--- src/nec_ir_pkg.sv ---
// Shared widths, NEC pulse constants, register map and decoder state encoding
package nec_ir_pkg;

  localparam int sync_stages = 3;   // IR input synchronizer depth
  localparam int psize       = 16;  // Prescaler ratio and accumulator width
  localparam int dsize       = 11;  // Edge timer width

  ////////////////////////////////////////
  // NEC pulse lengths in ticks
  ////////////////////////////////////////
  localparam logic [dsize-1:0] reload_offset      = 11'd2;
  localparam logic [dsize-1:0] delay_mask         = 11'h7fc;  // Drops two LSBs
  localparam logic [dsize-1:0] leader_mark_units  = 11'd128;  // 9 ms
  localparam logic [dsize-1:0] leader_space_units = 11'd64;   // 4.5 ms
  localparam logic [dsize-1:0] bit_mark_units     = 11'd8;    // Also the stop mark
  localparam logic [dsize-1:0] zero_space_units   = 11'd8;
  localparam logic [dsize-1:0] one_space_units    = 11'd24;

  localparam int fifo_depth_log2 = 2;
  localparam int fifo_depth      = 1 << fifo_depth_log2;
  localparam int fifo_width      = 16;  // {address, data}

  ////////////////////////////////////////
  // Register map
  ////////////////////////////////////////
  typedef enum logic [1:0] {
    ctrl_reg   = 2'd0,
    mult_reg   = 2'd1,
    div_reg    = 2'd2,
    status_reg = 2'd3
  } reg_addr_e;

  localparam int ctrl_en_bit      = 31;
  localparam int ctrl_irq_en_bit  = 29;
  localparam int ctrl_pol_bit     = 28;
  localparam int status_avail_bit = 31;
  localparam int status_lost_bit  = 29;

  typedef enum logic [2:0] {
    idle_st, leader_st, bit_mark_st, bit_space_st, stop_st
  } decoder_state_e;

endpackage

--- src/edge_timer.sv ---
// Level change detector measuring the duration of the previous IR level
`timescale 1ns/1ps

module edge_timer (
  input  logic                         clk,
  input  logic                         rst_n,
  input  logic                         clear_n_i,
  input  logic                         sample_value_i,
  input  logic                         sample_valid_i,
  output logic                         edge_strobe_o,
  output logic                         edge_rising_o,
  output logic [nec_ir_pkg::dsize-1:0] edge_delay_o,
  output logic                         edge_timeout_o
);

  logic                         last_value;
  logic [nec_ir_pkg::dsize-1:0] cnt;
  logic                         change;
  logic                         saturated;

  assign change    = sample_valid_i && (sample_value_i != last_value);
  assign saturated = &cnt;

  always_ff @(posedge clk) begin
    if (!rst_n || !clear_n_i) begin
      last_value    <= 1'b0;
      cnt           <= '1;  // Start saturated so the first edge is a timeout
      edge_strobe_o <= 1'b0;
    end else begin
      edge_strobe_o <= change;
      if (sample_valid_i) begin
        last_value <= sample_value_i;
        if (change) begin
          cnt <= nec_ir_pkg::reload_offset;
        end else if (!saturated) begin
          cnt <= cnt + 1'b1;
        end
      end
    end
  end

  // Edge report payload
  always_ff @(posedge clk) begin
    if (change) begin
      edge_rising_o  <= sample_value_i;             // New level
      edge_delay_o   <= saturated ? cnt : cnt + 1'b1;
      edge_timeout_o <= saturated;
    end
  end

endmodule

--- src/frame_fifo.sv ---
// Four-entry FIFO of decoded address and data pairs
`timescale 1ns/1ps

module frame_fifo (
  input  logic                              clk,
  input  logic                              rst_n,
  input  logic                              clear_n_i,
  input  logic [nec_ir_pkg::fifo_width-1:0] wr_data_i,
  input  logic                              wr_en_i,
  output logic                              full_o,
  output logic [nec_ir_pkg::fifo_width-1:0] rd_data_o,
  input  logic                              rd_en_i,
  output logic                              not_empty_o
);

  logic [nec_ir_pkg::fifo_width-1:0]    mem [nec_ir_pkg::fifo_depth];
  logic [nec_ir_pkg::fifo_depth_log2-1:0] wr_ptr;
  logic [nec_ir_pkg::fifo_depth_log2-1:0] rd_ptr;
  logic [nec_ir_pkg::fifo_depth_log2:0]   count;
  logic                                   push;
  logic                                   pop;

  assign full_o      = count[nec_ir_pkg::fifo_depth_log2];  // Count equals depth
  assign not_empty_o = (count != '0);
  assign push        = wr_en_i && !full_o;   // Frame dropped when full
  assign pop         = rd_en_i && not_empty_o;
  assign rd_data_o   = mem[rd_ptr];          // Oldest entry

  always_ff @(posedge clk) begin
    if (!rst_n || !clear_n_i) begin
      wr_ptr <= '0;
      rd_ptr <= '0;
      count  <= '0;
    end else begin
      if (push) wr_ptr <= wr_ptr + 1'b1;
      if (pop)  rd_ptr <= rd_ptr + 1'b1;
      case ({push, pop})
        2'b10:   count <= count + 1'b1;
        2'b01:   count <= count - 1'b1;
        default: count <= count;
      endcase
    end
  end

  always_ff @(posedge clk) begin
    if (push) begin
      mem[wr_ptr] <= wr_data_i;
    end
  end

endmodule

--- src/ir_input_conditioner.sv ---
// IR input synchronizer, polarity inversion and three-sample majority filter
`timescale 1ns/1ps

module ir_input_conditioner (
  input  logic clk,
  input  logic rst_n,
  input  logic clear_n_i,
  input  logic polarity_i,
  input  logic ir_i,
  input  logic tick_i,
  output logic sample_value_o,
  output logic sample_valid_o
);

  logic [nec_ir_pkg::sync_stages-1:0] sync_q;
  logic                               ir_level;
  logic [2:0]                         window;

  ////////////////////////////////////////
  // Synchronizer chain
  ////////////////////////////////////////
  always_ff @(posedge clk) begin
    if (!rst_n) begin
      sync_q <= '0;
    end else begin
      sync_q <= {sync_q[nec_ir_pkg::sync_stages-2:0], ir_i};
    end
  end

  assign ir_level = sync_q[nec_ir_pkg::sync_stages-1] ^ polarity_i;  // Invert if set

  ////////////////////////////////////////
  // Majority window
  ////////////////////////////////////////
  always_ff @(posedge clk) begin
    if (!rst_n || !clear_n_i) begin
      window         <= '0;
      sample_valid_o <= 1'b0;
    end else begin
      sample_valid_o <= tick_i;
      if (tick_i) begin
        window <= {window[1:0], ir_level};
      end
    end
  end

  // Two out of three
  assign sample_value_o = (window[0] & window[1]) |
                          (window[1] & window[2]) |
                          (window[2] & window[0]);

endmodule

--- src/nec_frame_decoder.sv ---
// NEC frame decoder FSM with leader, data bit, stop and complement checks
`timescale 1ns/1ps

module nec_frame_decoder (
  input  logic                         clk,
  input  logic                         rst_n,
  input  logic                         clear_n_i,
  input  logic                         edge_strobe_i,
  input  logic                         edge_rising_i,
  input  logic [nec_ir_pkg::dsize-1:0] edge_delay_i,
  input  logic                         edge_timeout_i,
  output logic [7:0]                   frame_addr_o,
  output logic [7:0]                   frame_data_o,
  output logic                         frame_write_o
);

  nec_ir_pkg::decoder_state_e   state;
  logic [31:0]                  shift_q;  // LSB first with marker bit
  logic [nec_ir_pkg::dsize-1:0] masked;
  logic                         fall_ok;
  logic                         rise_ok;
  logic                         leader_mark;
  logic                         leader_space;
  logic                         bit_mark;
  logic                         bit_zero;
  logic                         bit_one;
  logic                         addr_ok;
  logic                         data_ok;

  assign masked  = edge_delay_i & nec_ir_pkg::delay_mask;
  assign fall_ok = edge_strobe_i && !edge_timeout_i && !edge_rising_i;
  assign rise_ok = edge_strobe_i && !edge_timeout_i && edge_rising_i;

  assign leader_mark  = fall_ok && (masked == nec_ir_pkg::leader_mark_units);
  assign leader_space = rise_ok && (masked == nec_ir_pkg::leader_space_units);
  assign bit_mark     = fall_ok && (masked == nec_ir_pkg::bit_mark_units);
  assign bit_zero     = rise_ok && (masked == nec_ir_pkg::zero_space_units);
  assign bit_one      = rise_ok && (masked == nec_ir_pkg::one_space_units);

  assign addr_ok = (shift_q[7:0] == ~shift_q[15:8]);
  assign data_ok = (shift_q[23:16] == ~shift_q[31:24]);

  ////////////////////////////////////////
  // Frame FSM
  ////////////////////////////////////////
  always_ff @(posedge clk) begin
    if (!rst_n || !clear_n_i) begin
      state         <= nec_ir_pkg::idle_st;
      frame_write_o <= 1'b0;
    end else begin
      frame_write_o <= (state == nec_ir_pkg::stop_st) && bit_mark && addr_ok && data_ok;
      if (edge_strobe_i) begin
        case (state)
          nec_ir_pkg::idle_st:
            if (leader_mark) state <= nec_ir_pkg::leader_st;
          nec_ir_pkg::leader_st:
            state <= leader_space ? nec_ir_pkg::bit_mark_st : nec_ir_pkg::idle_st;
          nec_ir_pkg::bit_mark_st:
            state <= bit_mark ? nec_ir_pkg::bit_space_st : nec_ir_pkg::idle_st;
          nec_ir_pkg::bit_space_st:
            if (!(bit_zero || bit_one)) begin
              state <= nec_ir_pkg::idle_st;
            end else if (shift_q[0]) begin
              state <= nec_ir_pkg::stop_st;        // Marker reached, 32 bits in
            end else begin
              state <= nec_ir_pkg::bit_mark_st;
            end
          default:
            state <= nec_ir_pkg::idle_st;          // Stop mark ends the frame
        endcase
      end
    end
  end

  // Shift register and frame payload
  always_ff @(posedge clk) begin
    if (state == nec_ir_pkg::leader_st && leader_space) begin
      shift_q <= 32'h8000_0000;
    end else if (state == nec_ir_pkg::bit_space_st && (bit_zero || bit_one)) begin
      shift_q <= {bit_one, shift_q[31:1]};
    end
    if (state == nec_ir_pkg::stop_st && edge_strobe_i) begin
      frame_addr_o <= shift_q[7:0];
      frame_data_o <= shift_q[23:16];
    end
  end

endmodule

--- src/nec_ir_receiver.sv ---
// NEC infrared receiver top level with Wishbone slave port
`timescale 1ns/1ps

module nec_ir_receiver (
  input  logic        clk,
  input  logic        rst_n,
  input  logic        wbs_cyc_i,
  input  logic        wbs_stb_i,
  input  logic        wbs_we_i,
  input  logic [31:0] wbs_adr_i,
  input  logic [31:0] wbs_dat_i,
  output logic [31:0] wbs_dat_o,
  output logic        wbs_ack_o,
  input  logic        ir_i,
  output logic        irq_o
);

  logic                             receiver_en;
  logic                             polarity;
  logic [nec_ir_pkg::psize-1:0]     multiplier;
  logic [nec_ir_pkg::psize-1:0]     divider;
  logic                             tick;
  logic                             sample_value;
  logic                             sample_valid;
  logic                             edge_strobe;
  logic                             edge_rising;
  logic [nec_ir_pkg::dsize-1:0]     edge_delay;
  logic                             edge_timeout;
  logic [7:0]                       frame_addr;
  logic [7:0]                       frame_data;
  logic                             frame_write;
  logic                             frame_read;
  logic                             fifo_full;
  logic                             fifo_not_empty;
  logic [nec_ir_pkg::fifo_width-1:0] fifo_data;

  tick_prescaler u_prescaler (
    .clk, .rst_n,
    .clear_n_i    (receiver_en),
    .multiplier_i (multiplier),
    .divider_i    (divider),
    .tick_o       (tick)
  );

  ir_input_conditioner u_conditioner (
    .clk, .rst_n,
    .clear_n_i      (receiver_en),
    .polarity_i     (polarity),
    .ir_i           (ir_i),
    .tick_i         (tick),
    .sample_value_o (sample_value),
    .sample_valid_o (sample_valid)
  );

  edge_timer u_edge_timer (
    .clk, .rst_n,
    .clear_n_i      (receiver_en),
    .sample_value_i (sample_value),
    .sample_valid_i (sample_valid),
    .edge_strobe_o  (edge_strobe),
    .edge_rising_o  (edge_rising),
    .edge_delay_o   (edge_delay),
    .edge_timeout_o (edge_timeout)
  );

  nec_frame_decoder u_decoder (
    .clk, .rst_n,
    .clear_n_i      (receiver_en),
    .edge_strobe_i  (edge_strobe),
    .edge_rising_i  (edge_rising),
    .edge_delay_i   (edge_delay),
    .edge_timeout_i (edge_timeout),
    .frame_addr_o   (frame_addr),
    .frame_data_o   (frame_data),
    .frame_write_o  (frame_write)
  );

  frame_fifo u_fifo (
    .clk, .rst_n,
    .clear_n_i   (receiver_en),
    .wr_data_i   ({frame_addr, frame_data}),
    .wr_en_i     (frame_write),
    .full_o      (fifo_full),
    .rd_data_o   (fifo_data),
    .rd_en_i     (frame_read),
    .not_empty_o (fifo_not_empty)
  );

  wb_ir_registers u_registers (
    .clk, .rst_n,
    .wbs_cyc_i, .wbs_stb_i, .wbs_we_i, .wbs_adr_i, .wbs_dat_i, .wbs_dat_o, .wbs_ack_o,
    .frame_write_i    (frame_write),
    .fifo_full_i      (fifo_full),
    .fifo_not_empty_i (fifo_not_empty),
    .fifo_data_i      (fifo_data),
    .frame_read_o     (frame_read),
    .receiver_en_o    (receiver_en),
    .polarity_o       (polarity),
    .multiplier_o     (multiplier),
    .divider_o        (divider),
    .irq_o            (irq_o)
  );

endmodule

--- src/tick_prescaler.sv ---
// Fractional prescaler producing sample ticks at multiplier/divider of the clock
`timescale 1ns/1ps

module tick_prescaler (
  input  logic                         clk,
  input  logic                         rst_n,
  input  logic                         clear_n_i,
  input  logic [nec_ir_pkg::psize-1:0] multiplier_i,
  input  logic [nec_ir_pkg::psize-1:0] divider_i,
  output logic                         tick_o
);

  logic [nec_ir_pkg::psize-1:0] acc;
  logic [nec_ir_pkg::psize:0]   sum;   // One spare bit against overflow
  logic [nec_ir_pkg::psize:0]   wrapped;

  assign sum     = {1'b0, acc} + {1'b0, multiplier_i};
  assign wrapped = sum - {1'b0, divider_i};

  always_ff @(posedge clk) begin
    if (!rst_n || !clear_n_i) begin
      acc    <= '0;
      tick_o <= 1'b0;
    end else if (sum > {1'b0, divider_i}) begin
      acc    <= wrapped[nec_ir_pkg::psize-1:0];  // Keep the remainder
      tick_o <= 1'b1;
    end else begin
      acc    <= sum[nec_ir_pkg::psize-1:0];
      tick_o <= 1'b0;
    end
  end

endmodule

--- src/wb_ir_registers.sv ---
// Wishbone register block for control, prescaler ratio, status, lost flag and irq
`timescale 1ns/1ps

module wb_ir_registers (
  input  logic                              clk,
  input  logic                              rst_n,
  input  logic                              wbs_cyc_i,
  input  logic                              wbs_stb_i,
  input  logic                              wbs_we_i,
  input  logic [31:0]                       wbs_adr_i,
  input  logic [31:0]                       wbs_dat_i,
  output logic [31:0]                       wbs_dat_o,
  output logic                              wbs_ack_o,
  input  logic                              frame_write_i,
  input  logic                              fifo_full_i,
  input  logic                              fifo_not_empty_i,
  input  logic [nec_ir_pkg::fifo_width-1:0] fifo_data_i,
  output logic                              frame_read_o,
  output logic                              receiver_en_o,
  output logic                              polarity_o,
  output logic [nec_ir_pkg::psize-1:0]      multiplier_o,
  output logic [nec_ir_pkg::psize-1:0]      divider_o,
  output logic                              irq_o
);

  nec_ir_pkg::reg_addr_e addr;
  logic                  req;
  logic                  status_rd;
  logic                  irq_en;
  logic                  lost;

  assign req       = wbs_cyc_i && wbs_stb_i && !wbs_ack_o;  // One request at a time
  assign addr      = nec_ir_pkg::reg_addr_e'(wbs_adr_i[3:2]);
  assign status_rd = req && !wbs_we_i && (addr == nec_ir_pkg::status_reg);

  ////////////////////////////////////////
  // Control state and writes
  ////////////////////////////////////////
  always_ff @(posedge clk) begin
    if (!rst_n) begin
      wbs_ack_o     <= 1'b0;
      frame_read_o  <= 1'b0;
      irq_o         <= 1'b0;
      lost          <= 1'b0;
      receiver_en_o <= 1'b0;
      irq_en        <= 1'b0;
      polarity_o    <= 1'b0;
      multiplier_o  <= '0;
      divider_o     <= '0;
    end else begin
      wbs_ack_o    <= req;
      frame_read_o <= status_rd;                  // Pop after the sampled read
      irq_o        <= irq_en && frame_write_i;
      if (frame_write_i && fifo_full_i) begin
        lost <= 1'b1;                             // Set wins over clear
      end else if (status_rd) begin
        lost <= 1'b0;
      end
      if (req && wbs_we_i) begin
        case (addr)
          nec_ir_pkg::ctrl_reg: begin
            receiver_en_o <= wbs_dat_i[nec_ir_pkg::ctrl_en_bit];
            irq_en        <= wbs_dat_i[nec_ir_pkg::ctrl_irq_en_bit];
            polarity_o    <= wbs_dat_i[nec_ir_pkg::ctrl_pol_bit];
          end
          nec_ir_pkg::mult_reg: multiplier_o <= wbs_dat_i[nec_ir_pkg::psize-1:0];
          nec_ir_pkg::div_reg:  divider_o    <= wbs_dat_i[nec_ir_pkg::psize-1:0];
          default: ;                              // Status is read-only
        endcase
      end
    end
  end

  ////////////////////////////////////////
  // Read data
  ////////////////////////////////////////
  always_ff @(posedge clk) begin
    if (req) begin
      wbs_dat_o <= '0;
      case (addr)
        nec_ir_pkg::ctrl_reg: begin
          wbs_dat_o[nec_ir_pkg::ctrl_en_bit]     <= receiver_en_o;
          wbs_dat_o[nec_ir_pkg::ctrl_irq_en_bit] <= irq_en;
          wbs_dat_o[nec_ir_pkg::ctrl_pol_bit]    <= polarity_o;
        end
        nec_ir_pkg::mult_reg: wbs_dat_o[nec_ir_pkg::psize-1:0] <= multiplier_o;
        nec_ir_pkg::div_reg:  wbs_dat_o[nec_ir_pkg::psize-1:0] <= divider_o;
        nec_ir_pkg::status_reg: begin
          wbs_dat_o[nec_ir_pkg::status_avail_bit] <= fifo_not_empty_i;
          wbs_dat_o[nec_ir_pkg::status_lost_bit]  <= lost;
          wbs_dat_o[nec_ir_pkg::fifo_width-1:0]   <= fifo_data_i;  // Address and data
        end
        default: ;
      endcase
    end
  end

endmodule

--- config.mk ---
export PLATFORM = sky130hd
export DESIGN_NAME = nec_ir_receiver
export DESIGN_NICKNAME = d
export VERILOG_FILES = /design/src/nec_ir_pkg.sv /design/src/edge_timer.sv /design/src/frame_fifo.sv /design/src/ir_input_conditioner.sv /design/src/nec_frame_decoder.sv /design/src/nec_ir_receiver.sv /design/src/tick_prescaler.sv /design/src/wb_ir_registers.sv
export SDC_FILE = /design/constraint.sdc
export NUM_CORES = 1
export LEC_CHECK = 0
export BUFFER_PORTS_ARGS = -buffer_cell sky130_fd_sc_hd__buf_2
export CAP_MARGIN = 10
export CORE_ASPECT_RATIO = 2
export CORE_MARGIN = 1.5
export CORE_UTILIZATION = 30
export DETAILED_ROUTE_END_ITERATION = 8
export PLACE_DENSITY = 0.52
export SLEW_MARGIN = 0
export SYNTH_ARGS = -nofsm -noshare
export SYNTH_HDL_FRONTEND = slang
export SYNTH_SLANG_ARGS = --single-unit
--- constraint.sdc ---
create_clock -name clk -period 4.4 [get_ports clk]
set_input_delay 0 -clock clk [delete_from_list [all_inputs] [get_ports clk]]
set_output_delay 0 -clock clk [all_outputs]
set_load 0.01 [all_outputs]
==> flow_metrics.py, run 1 <==
metrics = {
    "clock_tree": {
        "htreeDepth": 1,
        "cts.path.max_buffers": 3,
        "cts_tree": "built",
        "clk_latency_ns": 0.52,
        "clock-sinks": 231,
        "cts_setup_buffers": 0,
        "ctsRootBufferMaster": "clkbuf_16",
        "path_clk_slew_ns": 0.07,
        "numCtsBuffers": 21,
    },
    "die": {
        "chipWidth_microns": 136,
        "die_h_microns": 269,
        "dieArea_sq_mm": 0.0365,
        "core_sq_mm": 0.0350,
        "start_util_pct": 30.3,
        "core.rowCount": 97,
        "io_pins": 104,
    },
    "timing": {
        "fin_crit_ns": 4.11,
        "slew_headroom_pct": 25.6,
        "fin_skew_ns": 0.0194,
        "grt_setup_unrepaired": "false",
        "drv_slew": 0,
        "hold_violations": 0,
        "hold_ws_ns": 0.0465,
        "tightest_slew_ns": 1.12,
        "setup_viol": 0,
        "min_period_over_period_pct": 93.5,
        "max_freq_mhz": 243,
        "layout_setup_ws_ns": 0.286,
        "tns_ns": 0,
    },
    "routing": {
        "drcViolationCount": 0,
        "wl_per_cell_microns": 17.5,
        "firstDrtPassIters": 5,
        "vias": 7453,
        "drt_iter0_markers": 439,
        "routed_wl_microns": 26600,
        "postRouteAntennaNets": 0,
        "vias_per_cell": 4.91,
    },
    "power": {
        "total_power_mw": 4.40,
        "p_leak_nw": 4.74,
        "pwr-share-clk_pct": 43.3,
        "p_sw_share_pct": 22.2,
        "p_seq_share_pct": 51.1,
        "p_comb_share_pct": 5.7,
        "p_switching_mw": 0.978,
        "internal-power_mw": 3.42,
        "p_per_area_mw_per_mm2": 358,
        "ir_drop_v": 0.000250,
    },
    "synth": {
        "synth_flop_cell": "dfxtp_1",
        "netlist_area_sq_mm": 0.0106,
        "synth_edf_count": 110,
        "synthCells": 987,
        "seq_area_frac_synth_pct": 54.1,
        "synthArstFlopShare_pct": 0,
        "syn_avg_cell_area_sq_um": 10.7,
        "ys_ff_latch": 231,
        "ys_warn_count": 0,
        "synth_cell_type_count": 68,
    },
    "placement": {
        "gp_congestion": 0.852,
        "postPlaceCellArea_sq_mm": 0.0113,
        "dp.cells": 1457,
        "hpwlAfterDp_microns": 19200,
        "post-place-ws_ns": 0.140,
        "io_buffers": 47,
    },
    "global_routing": {
        "antenna_found_initial": 0,
        "grt_max_degree": 45,
        "grt_pass1_vias": 7777,
        "overflow": 0,
        "grt_pass1_wl_microns": 41300,
        "track_usage_pct": 14.8,
    },
    "layout": {
        "final_cell_mix": "177 x nand2_1, 121 x dfxtp_1, 110 x edfxtp_1",
        "fin_cells": 1518,
        "num_antenna_cells": 0,
        "finish.utilization_pct": 35.2,
        "final_area_sq_mm": 0.0123,
        "drive_gt1_share_pct": 13.1,
        "mostFrequentLayoutCell": "nand2_1",
        "layout.nets": 1174,
        "areaGrowthSynthToFinish_pct": 16.0,
    },
    "worst_setup_path": {
        "worstSetupEndpointType": "register",
        "setup.worst_path.class": "reg2reg",
        "worstPathMaxFanout": 7,
        "required_ns": 4.84,
        "cp-start-kind": "register",
        "arrival_ns": 4.56,
    },
    "job": {
        "max-cap-violations": 0,
    },
    "min_path": {
        "hp-class": "in2reg",
    },
    "run_status": {
        "outcome": "finished, final reports clean",
    },
}
[synth_stat cells (3+ instances only)]
cell type | instances | share of area [%]
a21o_1 | 7 | 0.50
a31oi_1 | 3 | 0.18
nand2_1 | 177 | 6.3
and3_1 | 9 | 0.53
mux4_2 | 16 | 3.4
a222oi_1 | 16 | 1.5
xor2_1 | 27 | 2.2
nand2b_1 | 3 | 0.18
inv_1 | 33 | 1.2
nor2_1 | 58 | 2.1
fa_1 | 3 | 0.57
ha_1 | 43 | 5.1
a211oi_1 | 7 | 0.50
nor3_1 | 11 | 0.52
o21a_1 | 3 | 0.21
nor3b_1 | 4 | 0.28
nand3_1 | 14 | 0.66
or2_2 | 3 | 0.18
nor4_1 | 6 | 0.35
mux2i_1 | 9 | 0.85
nor2b_1 | 13 | 0.77
a21oi_1 | 76 | 3.6
a21boi_0 | 33 | 2.3
or3_1 | 3 | 0.18
o31a_1 | 3 | 0.25
nand4_1 | 10 | 0.59
o21ai_0 | 16 | 0.76
xnor2_1 | 27 | 2.2
buf_4 | 14 | 0.99
clkbuf_1 | 36 | 1.3
edfxtp_1 | 110 | 31
and2_1 | 11 | 0.65
a311o_1 | 4 | 0.38
nand3b_1 | 6 | 0.43
buf_2 | 6 | 0.28
dfxtp_1 | 121 | 23
o21bai_1 | 4 | 0.28
o31ai_1 | 6 | 0.43
[routing by layer]
metal | share of wire, % | global-route usage [%]
met4 | 5.3 | 8.37
met3 | 2.4 | 1.47
met5 | 0 | 0
met2 | 59 | 31.1
met1 | 34 | 12.9
[sequential cells by signal, indices dropped and copies added, names as in the netlist, 2 cells and up, named ones only]
signal and cells:
u_registers.divider_o 16, u_edge_timer.cnt 11, u_fifo.wr_ptr 2, u_conditioner.window 3
u_decoder.frame_addr_o 8, u_decoder.state 3, u_decoder.frame_data_o 8, u_conditioner.sync_q 3
u_decoder.shift_q 32, u_fifo.mem 64, u_prescaler.acc 16, u_edge_timer.edge_delay_o 9
u_registers.multiplier_o 16, u_fifo.rd_ptr 2, u_registers.wbs_dat_o 19, u_fifo.count 3
[worst paths after layout]
check / start / end / slack [ns] / cells past startpoint
setup / recovery: u_registers.multiplier_o[0]$_SDFFE_PN0P_ / u_prescaler.acc[9]$_SDFF_PP0_ / 0.29 / 17
hold / removal: wbs_adr_i[3] / u_registers.wbs_dat_o[31]$_DFFE_PP_ / 0.05 / 4
setup reg to reg: u_registers.multiplier_o[0]$_SDFFE_PN0P_ / u_prescaler.acc[9]$_SDFF_PP0_ / 0.29 / 17
hold reg to reg: u_conditioner.sync_q[1]$_SDFF_PN0_ / u_conditioner.sync_q[2]$_SDFF_PN0_ / 0.44 / 1
[worst max-delay path: stages, from the launching register on]
cell and delay [ns]:
dfxtp_1 0.33, ha_1 0.24, fa_1 0.43, a21oi_2 0.21, o21ai_2 0.16, a21oi_4 0.26
mux2i_1 0.20, nand4_1 0.13, ha_1 0.44, nand3_1 0.13, buf_4 0.15, nor2_2 0.21
o311ai_2 0.16, nand4b_1 0.17, a221oi_2 0.11, buf_4 0.18, or3_1 0.38, a21oi_1 0.14
[cell type report]
type	count	area [sq um]
timing repair buffer	93	638
clock buffer	26	587
fill	3494	22700
tap	445	557
sequential	231	5730
inverter	34	128
multi-input combinational	677	4530
clock inverter	12	128
[power by group through the flow]
stage	combinational (mW)	clock [mW]	sequential, mW
after global routing	0.272	2.04	2.25
after global placement	0.232	0	2.30
after floorplan	0.150	0	2.30
after CTS	0.252	1.97	2.25
final	0.250	1.90	2.25
after detailed placement	0.235	0	2.30
[timing repair]
item / 4_1_cts / 5_1_grt
endpoints found under the setup margin: 0 / 16
hold endpoints to repair: 45 / 0
gates resized for setup: 0 / 4
hold buffers: 23 / 0
[cells by family (layout without fill, tap and decap cells)]
logic type                 after synthesis  in the layout  synth area share (%)
other                                    1             13                0.0354
AOI/OAI and AO/OA                      204            204                  13.5
adders and majority gates               47             47                  5.74
muxes                                   25             25                  4.25
xor gates and xnor gates                54             54                  4.47
DFF                                    231            231                  54.1
and+or+nand+nor                        334            334                  14.2
buffers and inverters                   91            165                  3.79
No activity file was read; power rests on OpenSTA's default activity.
==> run 2: changes to the inputs <==
--- a/config.mk
+++ b/config.mk
@@ -12,6 +12,7 @@
 export CORE_UTILIZATION = 30
 export DETAILED_ROUTE_END_ITERATION = 8
 export PLACE_DENSITY = 0.52
+export SETUP_SLACK_MARGIN = 0.4
 export SLEW_MARGIN = 0
 export SYNTH_ARGS = -nofsm -noshare
 export SYNTH_HDL_FRONTEND = slang
==> constraint.sdc (replaced) <==
create_clock -name clk -period 4.1 [get_ports clk]
set_input_delay 0 -clock clk [delete_from_list [all_inputs] [get_ports clk]]
set_output_delay 0 -clock clk [all_outputs]
set_load 0.01 [all_outputs]
==> run 2 against run 1 <==
Against the previous run: flip-flop and latch count is the same; largest power group unchanged; setup slack gained 0.060 ns; critical path type unchanged; cell count grew 1.9%; total power grew 12%.
==> flow_metrics.py, run 2 (synthesis gave the netlist of run 1 again) <==
metrics = {
    "run_status": {
        "outcome": "finished, final reports clean",
    },
    "timing": {
        "fin_crit_ns": 3.75,
        "layout_setup_ws_ns": 0.346,
        "hold_violations": 0,
        "grt_setup_unrepaired": "true",
        "min_period_over_period_pct": 91.6,
        "tightest_slew_ns": 1.01,
        "drv_slew": 0,
        "hold_ws_ns": 0.0663,
        "max_freq_mhz": 266,
        "slew_headroom_pct": 32.8,
        "tns_ns": 0,
        "setup_viol": 0,
        "fin_skew_ns": 0.0165,
    },
    "worst_setup_path": {
        "timing.rr.end": "u_prescaler.acc[11]$_SDFF_PP0_",
        "cp-start-kind": "register",
        "crit_family": "compound AO/OA/AOI/OAI gates",
        "slowest_stage": "a221o_2",
        "arrival_ns": 4.13,
        "worstSetupEndpointType": "register",
        "timing.reg2reg.setup_slack_ns": 0.35,
        "worstPathCellList": "ha_4 > a2111oi_4 > o31ai_2 > buf_4 > a21o_1 > nor3b_2 > nor3_2 > buf_4 > xnor2_4 > ha_4 > buf_6 > nor2b_1 > nor2_1 > nand4b_1 > a221o_2 > buf_6 > o31ai_1 > a21oi_2",
        "reg2regPathDepth": 18,
        "max_stage_delay_ns": 0.46,
        "required_ns": 4.48,
        "setup.worst_path.class": "reg2reg",
        "worst-path-buf-inv": 4,
        "r2r-start": "u_registers.multiplier_o[4]$_SDFFE_PN0P_",
        "worstPathMaxFanout": 5,
    },
    "layout": {
        "final_area_sq_mm": 0.0129,
        "finish.utilization_pct": 36.8,
        "layout.nets": 1202,
        "drive_gt1_share_pct": 19.1,
        "final_cell_mix": "176 x nand2_1, 116 x dfxtp_1, 110 x edfxtp_1",
        "top_regs": "u_fifo.mem: 64 flops, u_decoder.shift_q: 32 flops, u_registers.wbs_dat_o: 19 flops",
        "regMostFlops": "u_fifo.mem",
        "num_antenna_cells": 0,
        "mostFrequentLayoutCell": "nand2_1",
        "largest_register_ffs": 64,
        "areaGrowthSynthToFinish_pct": 21.4,
        "fin_cells": 1547,
    },
    "routing": {
        "dr_wl_met2_microns": 15700,
        "routed_wl_microns": 27000,
        "wl_met3_microns": 805,
        "drcViolationCount": 0,
        "vias": 7657,
        "postRouteAntennaNets": 0,
        "vias_per_cell": 4.95,
        "wl_per_cell_microns": 17.4,
        "drt-met1-wl_microns": 8980,
        "drt_iter0_markers": 388,
        "firstDrtPassIters": 5,
        "top_layer": "met4",
    },
    "clock_tree": {
        "cts.path.max_buffers": 3,
        "clk_latency_ns": 0.52,
        "numCtsBuffers": 22,
        "path_clk_slew_ns": 0.07,
        "cts_tree": "built",
        "ctsRootBufferMaster": "clkbuf_16",
        "clock-sinks": 231,
        "htreeDepth": 1,
    },
    "min_path": {
        "hold_depth": 4,
        "min_to": "u_registers.wbs_dat_o[29]$_DFFE_PP_",
        "hp-class": "in2reg",
        "hp-start": "wbs_adr_i[3]",
    },
    "power": {
        "pwr-share-clk_pct": 44.5,
        "total_power_mw": 4.93,
        "internal-power_mw": 3.85,
        "p_seq_share_pct": 49.0,
        "p_comb_share_pct": 6.5,
        "p_per_area_mw_per_mm2": 383,
        "ir_drop_v": 0.000276,
        "p_sw_share_pct": 21.8,
        "p_leak_nw": 4.93,
        "p_switching_mw": 1.08,
    },
    "global_routing": {
        "antenna_found_initial": 0,
        "grt_max_degree": 45,
        "grt_pass1_vias": 7852,
        "overflow": 0,
        "grt_pass1_wl_microns": 42200,
        "track_usage_pct": 15.1,
    },
    "die": {
        "core_sq_mm": 0.0350,
        "start_util_pct": 30.3,
        "io_pins": 104,
        "dieArea_sq_mm": 0.0365,
        "chipWidth_microns": 136,
        "core.rowCount": 97,
        "die_h_microns": 269,
    },
    "job": {
        "max-cap-violations": 0,
    },
    "placement": {
        "postPlaceCellArea_sq_mm": 0.0114,
        "dp.cells": 1460,
        "io_buffers": 47,
        "hpwlAfterDp_microns": 19300,
        "post-place-ws_ns": -0.0185,
        "gp_congestion": 0.872,
    },
}
[run 2: cell types whose count changed in the layout (fill, tap and decap cells not counted), moves of 3 or more]
| cell | previous run | this run |
|---|---|---|
| a21oi_1 | 75 | 68 |
| a21oi_2 | 2 | 7 |
| buf_4 | 23 | 46 |
| buf_6 | 0 | 4 |
| dfxtp_1 | 121 | 116 |
| dfxtp_2 | 0 | 5 |
| ha_1 | 43 | 33 |
| ha_4 | 0 | 8 |
| nor2_1 | 56 | 53 |
| nor2_4 | 0 | 4 |
| o21ai_0 | 16 | 11 |
| o21ai_1 | 0 | 3 |
[run 2: layout make-up]
cell class / instances / area [sq um]
Sequential cell: 231 / 5730
Clock inverter: 12 / 169
Inverter: 34 / 128
Fill cell: 3442 / 22100
Timing Repair Buffer: 120 / 856
Clock buffer: 28 / 604
Multi-Input combinational cell: 677 / 4810
Tap cell: 445 / 557
[run 2: metal layers]
metal	GRT usage, %	up-vias
met4	8.60	0
met3	1.60	75
met1	13.6	3692
met2	31.1	186
li1	-	3704
met5	0	-
[run 2: how the worst max path moves through the flow]
stage                                                         from                              to  slack (ns)  cells past startpoint
after floorplan           u_registers.multiplier_o[0]$_SDFFE_PN0P_  u_prescaler.acc[13]$_SDFF_PP0_        0.48                     16
after global placement    u_registers.multiplier_o[0]$_SDFFE_PN0P_  u_prescaler.acc[14]$_SDFF_PP0_        0.04                     16
after detailed placement  u_registers.multiplier_o[0]$_SDFFE_PN0P_  u_prescaler.acc[14]$_SDFF_PP0_       -0.02                     16
after CTS                            u_prescaler.acc[4]$_SDFF_PP0_  u_prescaler.acc[13]$_SDFF_PP0_        0.36                     18
after global routing      u_registers.multiplier_o[4]$_SDFFE_PN0P_  u_prescaler.acc[13]$_SDFF_PP0_        0.20                     18
final                     u_registers.multiplier_o[4]$_SDFFE_PN0P_  u_prescaler.acc[11]$_SDFF_PP0_        0.35                     18
[run 2: worst reg2reg max path, delay by kind of cell, from the launching register on]
family	cells	cell delay [ns]
buffers and inverters	4	0.65
AOI/OAI and AO/OA	6	1.29
and+or+nand+nor	5	0.71
xor gates and xnor gates	1	0.13
DFF	1	0.34
adders and majority gates	2	0.49
[run 2: power by group through the flow]
stage	combinational, mW	clock [mW]	sequential (mW)
after floorplan	0.161	0	2.47
after global routing	0.341	2.34	2.41
after CTS	0.297	2.26	2.41
after detailed placement	0.256	0	2.46
after global placement	0.256	0	2.46
final	0.320	2.19	2.41
[run 2: timing repair]
item,in CTS,in global routing
setup endpoints to repair,17,17
resized for setup,45,27
setup buffers,16,7
endpoints found under the hold margin,45,0
hold buffers,23,0
cloned,0,1
pin swaps,33,31
==> run 3: changes to the inputs <==
--- a/config.mk
+++ b/config.mk
@@ -12,6 +12,7 @@
 export CORE_UTILIZATION = 30
 export DETAILED_ROUTE_END_ITERATION = 8
 export PLACE_DENSITY = 0.52
+export REMOVE_ABC_BUFFERS = 1
 export SETUP_SLACK_MARGIN = 0.4
 export SLEW_MARGIN = 0
 export SYNTH_ARGS = -nofsm -noshare
==> run 3 against run 2 <==
Against the previous run: design area about the same; cell count decreased by 0.52%; critical path depth decreased by 2; hold slack got worse by 0.014 ns; non-clock buffer count decreased by 8; critical endpoint is now u_prescaler.acc[12]$_SDFF_PP0_; largest cell class unchanged; highest routed layer unchanged.
==> flow_metrics.py, run 3 (synthesis gave the netlist of run 1 again) <==
metrics = {
    "power": {
        "p_leak_nw": 4.93,
        "p_seq_share_pct": 49.4,
        "p_switching_mw": 1.09,
        "p_comb_share_pct": 7.3,
        "pwr-share-clk_pct": 43.3,
        "p_sw_share_pct": 22.3,
        "total_power_mw": 4.88,
        "ir_drop_v": 0.000257,
        "internal-power_mw": 3.80,
        "p_per_area_mw_per_mm2": 380,
    },
    "worst_setup_path": {
        "slowest_stage": "a221o_2",
        "arrival_ns": 4.27,
        "max_stage_delay_ns": 0.55,
        "required_ns": 4.48,
        "cp-start-kind": "register",
        "worstSetupEndpointType": "register",
        "worstPathMaxFanout": 7,
        "crit_family": "compound AO/OA/AOI/OAI gates",
        "worstPathCellList": "ha_4 > a2111oi_4 > buf_4 > o21ai_4 > a21oi_4 > mux2i_1 > nand4_1 > ha_4 > a21oi_2 > nor2_2 > o31ai_2 > nand4b_1 > a221o_2 > buf_12 > nand2_1 > a21oi_4",
        "worst-path-buf-inv": 2,
        "setup.worst_path.class": "reg2reg",
    },
    "layout": {
        "num_antenna_cells": 0,
        "final_cell_mix": "171 x nand2_1, 116 x dfxtp_1, 110 x edfxtp_1",
        "finish.utilization_pct": 36.8,
        "mostFrequentLayoutCell": "nand2_1",
        "largest_register_ffs": 64,
        "areaGrowthSynthToFinish_pct": 21.3,
        "multi_input_area_sq_mm": 0.00483,
        "regMostFlops": "u_fifo.mem",
        "top_regs": "u_fifo.mem: 64 flops, u_decoder.shift_q: 32 flops, u_registers.wbs_dat_o: 19 flops",
        "drive_gt1_share_pct": 19.6,
        "fillers": 3438,
        "regArea_sq_mm": 0.00573,
        "layout.nets": 1194,
    },
    "routing": {
        "firstDrtPassIters": 6,
        "routed_wl_microns": 26900,
        "drcViolationCount": 0,
        "vias_per_cell": 4.95,
        "postRouteAntennaNets": 0,
        "wl_per_cell_microns": 17.5,
        "vias": 7613,
        "drt_iter0_markers": 427,
    },
    "clock_tree": {
        "cts.path.max_buffers": 3,
        "ctsRootBufferMaster": "clkbuf_16",
        "htreeDepth": 1,
        "cts_tree": "built",
        "clock-sinks": 231,
        "path_clk_slew_ns": 0.07,
        "numCtsBuffers": 22,
        "clk_latency_ns": 0.52,
    },
    "global_routing": {
        "overflow": 0,
        "grt_pass1_wl_microns": 41400,
        "grt_pass1_vias": 7914,
        "track_usage_pct": 14.7,
        "grt_max_degree": 45,
        "antenna_found_initial": 0,
    },
    "placement": {
        "gp_congestion": 0.864,
        "hpwlAfterDp_microns": 19500,
        "io_buffers": 47,
    },
    "die": {
        "core_sq_mm": 0.0350,
        "dieArea_sq_mm": 0.0365,
        "die_h_microns": 269,
        "core.rowCount": 97,
        "start_util_pct": 30.3,
        "io_pins": 104,
        "chipWidth_microns": 136,
    },
    "timing": {
        "max_freq_mhz": 257,
        "tightest_slew_ns": 1.03,
        "slew_headroom_pct": 31.2,
        "grt_setup_unrepaired": "true",
        "setup_viol": 0,
        "min_period_over_period_pct": 95.0,
        "drv_slew": 0,
        "fin_crit_ns": 3.89,
        "hold_violations": 0,
        "fin_skew_ns": 0.0101,
    },
    "min_path": {
        "hp-class": "in2reg",
    },
    "run_status": {
        "outcome": "finished, final reports clean",
    },
    "job": {
        "max-cap-violations": 0,
    },
}
-- run 3: power groups by stage --
stage	registers [mW]	logic [mW]	clock network, mW
after floorplan	2.47	0.141	0
after CTS	2.41	0.327	2.17
after global placement	2.46	0.266	0
after global routing	2.41	0.380	2.26
final	2.41	0.359	2.11
after detailed placement	2.46	0.267	0
-- run 3: metal layers --
metal  GRT usage, %  routed length (microns)
met3           1.28                      637
met2           31.2                    16000
met5              0                        0
met1           12.6                     8780
met4           8.97                     1490
-- run 3: per-stage QoR --
stage,setup WS (ns),hold WS [ns],setup TNS [ns],std cells,instance area [sq um]
CTS,0.273,0.0339,0,1529,12600
finish,0.206,0.0523,0,1539,12800
global route,0.122,0.0551,0,1539,12800
global placement,-0.104,0.207,-0.157,1452,11300
detailed placement,-0.137,0.214,-0.551,1452,11300
floorplan,0.216,0.122,0,942,10400
-- run 3: worst paths after layout --
| kind | startpoint | to | slack (ns) | depth (start not counted) |
|---|---|---|---|---|
| max | u_registers.multiplier_o[4]$_SDFFE_PN0P_ | u_prescaler.acc[12]$_SDFF_PP0_ | 0.21 | 16 |
| min reg2reg | u_conditioner.sync_q[1]$_SDFF_PN0_ | u_conditioner.sync_q[2]$_SDFF_PN0_ | 0.43 | 1 |
| min | wbs_adr_i[3] | u_registers.wbs_dat_o[31]$_DFFE_PP_ | 0.05 | 4 |
| max reg2reg | u_registers.multiplier_o[4]$_SDFFE_PN0P_ | u_prescaler.acc[12]$_SDFF_PP0_ | 0.21 | 16 |
-- run 3: repair_timing --
item,4_1_cts,5_1_grt
gates resized for setup,39,38
endpoints found under the setup margin,17,17
buffers inserted,13,9
cloned,1,1
pin swaps,27,31
hold buffers,23,0
hold endpoints to repair,45,0
-- run 3: area by class of cell --
class / instances / area share (%)
multi-input cells: 677 / 37.6
flip-flops and latches: 231 / 44.6
well taps: 445 / 4.33
inverters: 34 / 0.993
clock inverters: 13 / 0.945
repair buffers: 112 / 6.59
clock buffers: 27 / 4.92
-- run 3: worst register-to-register path: stages (launching register included) --
cell	delay, ns
dfxtp_4	0.35
ha_4	0.26
a2111oi_4	0.33
buf_4	0.18
o21ai_4	0.06
a21oi_4	0.27
mux2i_1	0.22
nand4_1	0.19
ha_4	0.29
a21oi_2	0.15
nor2_2	0.05
o31ai_2	0.27
nand4b_1	0.22
a221o_2	0.55
buf_12	0.17
nand2_1	0.10
a21oi_4	0.07
